$ cat config.mk
export PLATFORM = sky130hd
export DESIGN_NAME = mc_endpoint
export DESIGN_NICKNAME = d
export VERILOG_FILES = /design/src/common/mc_packet_pkg.sv /design/src/common/mc_link_pkg.sv /design/src/hw/endpoint/mc_endpoint.sv /design/src/hw/endpoint/mc_fifo.sv
export VERILOG_INCLUDE_DIRS = /design/src /design/src/common
export SDC_FILE = /design/constraint.sdc
export NUM_CORES = 1
export LEC_CHECK = 0
export BUFFER_PORTS_ARGS = -buffer_cell sky130_fd_sc_hd__buf_2
export CAP_MARGIN = 20
export CORE_ASPECT_RATIO = 2
export CORE_MARGIN = 2
export CORE_UTILIZATION = 32
export DETAILED_ROUTE_END_ITERATION = 6
export HOLD_SLACK_MARGIN = 0.08
export PLACE_DENSITY = 0.55
export SKIP_LAST_GASP = 1
export SYNTH_ARGS = -nofsm -noshare
export SYNTH_HDL_FRONTEND = slang
export SYNTH_SLANG_ARGS = --single-unit
$ cat constraint.sdc
create_clock -name clk_i -period 4.9 [get_ports clk_i]
set_input_delay 0.49 -clock clk_i [delete_from_list [all_inputs] [get_ports clk_i]]
set_output_delay 0.49 -clock clk_i [all_outputs]
set_load 0.1 [all_outputs]
$ cat src/common/mc_tile_defines.svh
/*
 Widths and sizes shared by the tile RTL and its testbench.
 The data memory is indexed by the low address bits only.
 MC_CREDIT_WIDTH must be wide enough to hold MC_MAX_OUT_CREDITS.
*/
`ifndef MC_TILE_DEFINES_SVH
`define MC_TILE_DEFINES_SVH

// packet field widths
`define MC_ADDR_WIDTH      16
`define MC_DATA_WIDTH      32
`define MC_X_CORD_WIDTH    4
`define MC_Y_CORD_WIDTH    3
`define MC_REG_ID_WIDTH    5

// tile resources
`define MC_DMEM_WORDS      256
`define MC_MAX_OUT_CREDITS 8
`define MC_CREDIT_WIDTH    4
`define MC_FIFO_ELS        2

`endif

$ cat src/common/mc_packet_pkg.sv
/*
 Packet contents carried on the mesh link.
 Requests are loads or stores only. There are no byte masks or atomics.
 A response is addressed back to the src coordinates of its request.
*/
`include "mc_tile_defines.svh"

package mc_packet_pkg;

   // request opcode
   typedef enum logic {
      MC_OP_LOAD  = 1'b0,
      MC_OP_STORE = 1'b1
   } mc_op_e;

   // response kind
   typedef enum logic {
      MC_RSP_LOAD_DATA = 1'b0,
      MC_RSP_STORE_ACK = 1'b1
   } mc_rsp_type_e;

   // request packet on the forward channel
   typedef struct packed {
      mc_op_e                        op;
      logic [`MC_ADDR_WIDTH-1:0]     addr;
      logic [`MC_DATA_WIDTH-1:0]     data;
      logic [`MC_REG_ID_WIDTH-1:0]   reg_id;
      logic [`MC_X_CORD_WIDTH-1:0]   src_x;
      logic [`MC_Y_CORD_WIDTH-1:0]   src_y;
      logic [`MC_X_CORD_WIDTH-1:0]   dst_x;
      logic [`MC_Y_CORD_WIDTH-1:0]   dst_y;
   } mc_req_pkt_s;

   // response packet on the reverse channel
   // data is zero for a store ack
   typedef struct packed {
      mc_rsp_type_e                  rsp_type;
      logic [`MC_DATA_WIDTH-1:0]     data;
      logic [`MC_REG_ID_WIDTH-1:0]   reg_id;
      logic [`MC_X_CORD_WIDTH-1:0]   dst_x;
      logic [`MC_Y_CORD_WIDTH-1:0]   dst_y;
   } mc_rsp_pkt_s;

endpackage

$ cat src/common/mc_link_pkg.sv
/*
 Wiring of one mesh link between the tile and the network.
 In each channel, v and data travel one way and ready travels back
 for the channel of the same name going the other way.
*/
package mc_link_pkg;

   import mc_packet_pkg::*;

   // forward channel carries requests
   typedef struct packed {
      logic        v;
      mc_req_pkt_s data;
      logic        ready;
   } mc_fwd_link_s;

   // reverse channel carries responses
   typedef struct packed {
      logic        v;
      mc_rsp_pkt_s data;
      logic        ready;
   } mc_rev_link_s;

   // one direction of a full link
   typedef struct packed {
      mc_fwd_link_s fwd;
      mc_rev_link_s rev;
   } mc_link_sif_s;

endpackage

$ cat src/hw/endpoint/mc_endpoint.sv
/*
 Endpoint between the mesh link and the tile.
 Every incoming request is assumed to be addressed to this tile.
 Outgoing commands get this tile's coordinates as their source.
 At most MC_MAX_OUT_CREDITS commands may wait for a returned response.
*/
`timescale 1ns/1ps
`include "mc_tile_defines.svh"

module mc_endpoint
   import mc_packet_pkg::*, mc_link_pkg::*;
(
   input  logic                        clk_i,
   input  logic                        arst_n_i,
   input  logic [`MC_X_CORD_WIDTH-1:0] my_x_i,
   input  logic [`MC_Y_CORD_WIDTH-1:0] my_y_i,

   input  mc_link_sif_s                link_sif_i,
   output mc_link_sif_s                link_sif_o,

   input  logic                        cmd_v_i,
   input  mc_req_pkt_s                 cmd_i,
   output logic                        cmd_ready_o,

   output logic                        returned_v_o,
   output mc_rsp_pkt_s                 returned_o,
   input  logic                        returned_ready_i,
   output logic [`MC_CREDIT_WIDTH-1:0] out_credits_o,

   output logic                        req_v_o,
   output mc_req_pkt_s                 req_o,
   input  logic                        req_yumi_i,

   input  logic                        rsp_v_i,
   input  mc_rsp_pkt_s                 rsp_i,
   output logic                        rsp_ready_o
);

   localparam logic [`MC_CREDIT_WIDTH-1:0] max_credits_lp = `MC_MAX_OUT_CREDITS;

   logic        in_req_ready;
   logic        out_req_ready;
   logic        out_req_v;
   mc_req_pkt_s out_req_pkt;
   logic        out_rsp_v;
   mc_rsp_pkt_s out_rsp_pkt;
   logic        ret_ready;
   mc_req_pkt_s cmd_stamped;
   logic        cmd_yumi;
   logic        returned_yumi;
   logic [`MC_CREDIT_WIDTH-1:0] credits_r;

   // source coordinates always come from this tile
   always_comb begin
      cmd_stamped       = cmd_i;
      cmd_stamped.src_x = my_x_i;
      cmd_stamped.src_y = my_y_i;
   end

   assign cmd_ready_o   = out_req_ready & (credits_r != '0);
   assign cmd_yumi      = cmd_v_i & cmd_ready_o;
   assign returned_yumi = returned_v_o & returned_ready_i;
   assign out_credits_o = credits_r;

   mc_fifo #(.payload_t(mc_req_pkt_s), .els_p(`MC_FIFO_ELS)) in_req_fifo (
      .clk_i, .arst_n_i,
      .v_i(link_sif_i.fwd.v & in_req_ready), .data_i(link_sif_i.fwd.data),
      .ready_o(in_req_ready),
      .v_o(req_v_o), .data_o(req_o), .yumi_i(req_yumi_i)
   );

   mc_fifo #(.payload_t(mc_rsp_pkt_s), .els_p(`MC_FIFO_ELS)) out_rsp_fifo (
      .clk_i, .arst_n_i,
      .v_i(rsp_v_i & rsp_ready_o), .data_i(rsp_i), .ready_o(rsp_ready_o),
      .v_o(out_rsp_v), .data_o(out_rsp_pkt),
      .yumi_i(out_rsp_v & link_sif_i.rev.ready)
   );

   mc_fifo #(.payload_t(mc_req_pkt_s), .els_p(`MC_FIFO_ELS)) out_req_fifo (
      .clk_i, .arst_n_i,
      .v_i(cmd_yumi), .data_i(cmd_stamped), .ready_o(out_req_ready),
      .v_o(out_req_v), .data_o(out_req_pkt),
      .yumi_i(out_req_v & link_sif_i.fwd.ready)
   );

   mc_fifo #(.payload_t(mc_rsp_pkt_s), .els_p(`MC_FIFO_ELS)) ret_rsp_fifo (
      .clk_i, .arst_n_i,
      .v_i(link_sif_i.rev.v & ret_ready), .data_i(link_sif_i.rev.data),
      .ready_o(ret_ready),
      .v_o(returned_v_o), .data_o(returned_o), .yumi_i(returned_yumi)
   );

   always_comb begin
      link_sif_o.fwd.v     = out_req_v;
      link_sif_o.fwd.data  = out_req_pkt;
      link_sif_o.fwd.ready = in_req_ready;
      link_sif_o.rev.v     = out_rsp_v;
      link_sif_o.rev.data  = out_rsp_pkt;
      link_sif_o.rev.ready = ret_ready;
   end

   // one credit per command in flight
   always_ff @(posedge clk_i or negedge arst_n_i) begin
      if (!arst_n_i) begin
         credits_r <= max_credits_lp;
      end else if (cmd_yumi && !returned_yumi) begin
         credits_r <= credits_r - 1'b1;
      end else if (returned_yumi && !cmd_yumi) begin
         credits_r <= credits_r + 1'b1;
      end
   end

   // no routing here, so the network must deliver only our own requests
   dst_is_me_a: assert property (@(posedge clk_i) disable iff (!arst_n_i)
      (link_sif_i.fwd.v && in_req_ready) |->
      (link_sif_i.fwd.data.dst_x == my_x_i && link_sif_i.fwd.data.dst_y == my_y_i));

   // more returns than commands would push this past the limit
   credit_limit_a: assert property (@(posedge clk_i) disable iff (!arst_n_i)
      credits_r <= max_credits_lp);

endmodule

$ cat src/hw/endpoint/mc_fifo.sv
/*
 Small synchronous FIFO with a ready-then-valid input.
 v_i may only be raised while ready_o is high.
 yumi_i pops the head and may only be raised while v_o is high.
 Storage has no reset. Only the pointers and the count are cleared.
*/
`timescale 1ns/1ps

module mc_fifo #(
   parameter type payload_t = logic,
   parameter int  els_p     = 2
) (
   input  logic     clk_i,
   input  logic     arst_n_i,
   input  logic     v_i,
   input  payload_t data_i,
   output logic     ready_o,
   output logic     v_o,
   output payload_t data_o,
   input  logic     yumi_i
);

   localparam int ptr_w_lp = (els_p > 1) ? $clog2(els_p) : 1;
   localparam int cnt_w_lp = $clog2(els_p + 1);
   localparam logic [ptr_w_lp-1:0] last_ptr_lp = ptr_w_lp'(els_p - 1);
   localparam logic [cnt_w_lp-1:0] full_cnt_lp = cnt_w_lp'(els_p);

   payload_t            mem_r [els_p];
   logic [ptr_w_lp-1:0] wptr_r;
   logic [ptr_w_lp-1:0] rptr_r;
   logic [cnt_w_lp-1:0] cnt_r;

   // status depends on the count only
   assign ready_o = (cnt_r != full_cnt_lp);
   assign v_o     = (cnt_r != '0);
   assign data_o  = mem_r[rptr_r];

   always_ff @(posedge clk_i or negedge arst_n_i) begin
      if (!arst_n_i) begin
         wptr_r <= '0;
         rptr_r <= '0;
         cnt_r  <= '0;
      end else begin
         if (v_i) begin
            wptr_r <= (wptr_r == last_ptr_lp) ? '0 : wptr_r + 1'b1;
         end
         if (yumi_i) begin
            rptr_r <= (rptr_r == last_ptr_lp) ? '0 : rptr_r + 1'b1;
         end
         case ({v_i, yumi_i})
            2'b10:   cnt_r <= cnt_r + 1'b1;
            2'b01:   cnt_r <= cnt_r - 1'b1;
            default: cnt_r <= cnt_r;
         endcase
      end
   end

   always_ff @(posedge clk_i) begin
      if (v_i) begin
         mem_r[wptr_r] <= data_i;
      end
   end

   // callers must respect the ready-then-valid and yumi contracts
   push_when_full_a: assert property (@(posedge clk_i) disable iff (!arst_n_i)
      v_i |-> ready_o);
   pop_when_empty_a: assert property (@(posedge clk_i) disable iff (!arst_n_i)
      yumi_i |-> v_o);

endmodule

==> out/results.tsv <==
stage	metric	value	unit
synthesis	mean instance size in the synthesized netlist	21.5	um^2
synthesis	Distinct cells, synth	37	
place	half-perimeter wire length after placement	27900	um
cts	H-tree depth	2	
synthesis	post-synthesis compound-gate area fraction	0.368	%
detailed_routing	Total Wirelength	40100	um
synthesis	sequential area share after synthesis	81.1	%
timing	number of hold violations in the final report	0	
timing	clk_skew	0.0116	ns
cts	number of instances resized during post-cts repair	0	
die	Die Width	169	um
synthesis	Cells after Synth	808	
synthesis	register bit total from synthesis	472	
timing	Highest Clock Rate	305	MHz
cts	clock edge transition at the registers on the reported setup and hold paths	0.07	ns
detailed_routing	per-cell routed wire length	19.3	um
layout	layout cell share with drive strength beyond 1	56.5	%
cts	insertion delay to the later sink of the worst-skew pair	0.56	ns
timing	relative slew slack	33.6	%
cts	cell chosen for the clock root	clkbuf_16	
die	number of placement rows	120	
cts	Sink Count	472	
layout	count of placed standard cells in the final layout, fillers left out	2081	
cts	total clock buffers created by CTS	42	
detailed_routing	total number of vias	9302	
timing	worst-margin pin slew	0.997	ns
synthesis	number of enable-type register cells in the synthesized netlist	452	
die	starting utilization of the core area	32.4	%
worst_setup_path	endpoint required time on the critical path	4.41	ns
synthesis	share of the synthesized netlist area taken by xor and xnor gates	1.16	%
job	number of maximum-capacitance violations	0	
layout	area added between synthesis and finish	29.7	%
timing	minimum setup slack in the final design	1.62	ns
worst_setup_path	data arrival time of the worst path	2.79	ns
synthesis	post-synth net total	1056	
synthesis	post-synthesis cell area	0.0174	mm^2
grt	initial antenna violation count	10	
detailed_routing	1st-iter DRT viols	347	
detailed_routing	number of detailed-route iterations in the first pass	4	
synthesis	combinational family with the most area after synthesis	multiplexers	
die	die area	0.0562	mm^2
synthesis	portion of netlist area occupied by mux cells	14.8	%
die	Die Height	333	um
place	placed insts	1936	
layout	NumNets Final	1620	
synthesis	share of async-settable or async-resettable flops after synthesis	4.24	%
place	routability cong.	0.756	
grt	GRT Util Overall	13.8	%
worst_setup_path	Worst setup EP type	output pin	
cts	clock tree from TritonCTS	built	
grt	vias in the first global route	10100	
place	Port-buffer cells	473	
min_path	worst hold-check path type	primary input to register	
grt	first-pass GRT wire length	58500	um
timing	Final Slew Violations	0	
synthesis	most common flop cell mapped by yosys	edfxtp_1	
place	pre-CTS worst setup slack	1.99	ns
worst_setup_path	register-to-register path setup slack	1.98	ns
timing	total negative setup slack	0	ns
cts	maximum buffer depth of the clock tree	3	
timing	unrepaired setup endpoints after global routing	false	
worst_setup_path	crit path launch type	register	
run_status	outcome	finished clean	
die	Floorplan Core Area	0.0536	mm^2
detailed_routing	final routed DRC violation total	0	
timing	final critical path time including I/O delays and setup	3.28	ns
timing	final setup fails	0	
synthesis	arithmetic-cell share of the synthesized area counting full adders, half adders and majority gates	0.360	%
synthesis	Yosys warning count	0	
synthesis	simple-gate portion of the synthesized area	1.35	%
cts	postcts setup bufs	0	
worst_setup_path	Worst Setup Path Type	register to output pin	
worst_setup_path	peak fanout along the critical path	36	
grt	maximum number of pins on one net before global-route repair	69	
detailed_routing	Vias per Instance	4.47	
timing	final cycle utilization of the critical path	66.9	%
detailed_routing	number of nets still failing antenna checks after routing	0	
grt	remaining global-route overflow	0	
die	number of placed I/O pins	481	
[path summary, 6_finish.rpt]
path,startpoint,to,cells after the start
max in group asynchronous,arst_n_i,in_req_fifo.rptr_r,2
hold reg to reg,in_req_fifo.cnt_r[1],in_req_fifo.cnt_r[1],1
setup reg to reg,out_credits_o[1],out_credits_o[2],10
setup / recovery,out_req_fifo.rptr_r,link_sif_o[77],3
hold / removal,cmd_i[56],out_req_fifo.mem_r[0][56],1
min in group asynchronous,arst_n_i,out_req_fifo.cnt_r[1],2
[layer usage]
metal  track usage [%]  wire length, um  vias up
met2              26.0            21800      370
met3              3.99             2840       86
met1              13.7            13800     4522
li1                  -                -     4312
met5                 0               74        -
met4              6.49             1620       12
[per-stage QoR]
step	utilization, %	hold WS (ns)	area (um^2)
floorplan	-	0.194	17400
global placement	38.4	0.472	20600
detailed placement	38.4	0.478	20600
CTS	41.9	0.0800	22500
global route	42.0	0.0850	22500
finish	42.0	0.122	22500
[timing repair]
item	in CTS	in global routing
hold buffers	62	0
endpoints found under the hold margin	134	0
setup endpoints to repair	0	0
[cell type report]
cell class,count,area [um^2]
Antenna cell,4,10.0
Clock buffer,50,1080
Clock inverter,28,190
Fill cell,4861,31100
Inverter,2,10.0
Multi-Input combinational cell,303,3170
Sequential cell,472,14100
Tap cell,671,840
Timing Repair Buffer,551,3130
[Yosys cell counts (5+ instances only)]
cell type / count / area (um^2)
dfrtp_1: 19 / 475
mux2_1: 7 / 78.8
buf_2: 12 / 60.1
clkbuf_1: 5 / 18.8
xnor2_1: 16 / 140
edfxtp_1: 452 / 13600
buf_1: 10 / 37.5
mux2_2: 220 / 2480
xor2_1: 7 / 61.3
ha_1: 5 / 62.6
nor2_1: 8 / 30.0
nand2b_1: 5 / 31.3
[layout by cell type (no fill, tap or decap), types with 3 or more instances in the layout]
cell | synthesis | final
diode_2 | 0 | 4
clkinv_2 | 0 | 10
buf_4 | 4 | 14
nor2_1 | 8 | 4
nor2_4 | 0 | 4
or3b_2 | 3 | 3
nand2b_1 | 5 | 5
clkbuf_16 | 0 | 42
dfrtp_2 | 0 | 4
mux2_1 | 7 | 7
xnor2_1 | 16 | 16
clkinv_1 | 0 | 10
xor2_1 | 7 | 7
buf_2 | 12 | 473
or2_2 | 4 | 4
and3_2 | 1 | 3
nand2_1 | 4 | 4
ha_1 | 5 | 5
clkbuf_1 | 5 | 8
mux2_2 | 220 | 220
inv_6 | 0 | 3
edfxtp_1 | 452 | 452
dlygate4sd3_1 | 0 | 62
dfrtp_1 | 19 | 15
[state kept, by name, summed over array words and instances (netlist names)]
| register | count |
|---|---|
| in_req_fifo.wptr_r | 1 |
| out_rsp_fifo.rptr_r | 1 |
| out_req_fifo.rptr_r | 1 |
| in_req_fifo.rptr_r | 1 |
| out_credits_o | 4 |
| in_req_fifo.mem_r | 136 |
| out_rsp_fifo.cnt_r | 2 |
| out_req_fifo.cnt_r | 2 |
| in_req_fifo.cnt_r | 2 |
| ret_rsp_fifo.mem_r | 90 |
| ret_rsp_fifo.rptr_r | 1 |
| out_rsp_fifo.mem_r | 90 |
| out_req_fifo.mem_r | 136 |
| ret_rsp_fifo.cnt_r | 2 |
| ret_rsp_fifo.wptr_r | 1 |
| out_rsp_fifo.wptr_r | 1 |
| out_req_fifo.wptr_r | 1 |
[cells by family (layout without fill, tap and decap cells)]
family / after synthesis / after routing
DFF: 472 / 472
muxes: 228 / 228
and+or+nand+nor: 38 / 38
buffers and inverters: 33 / 631
xor gates and xnor gates: 23 / 23
AOI/OAI and AO/OA: 9 / 9
adders and majority gates: 5 / 5
other: 0 / 4
[critical path: stages, from the launching register on]
cell and delay [ns]:
dfrtp_2 0.92, buf_4 0.56, mux2_2 0.40, buf_2 0.29
Power is left out: the tool's default activity adds up to more than one toggle a clock period on the data nets, which glitch-free logic cannot reach.
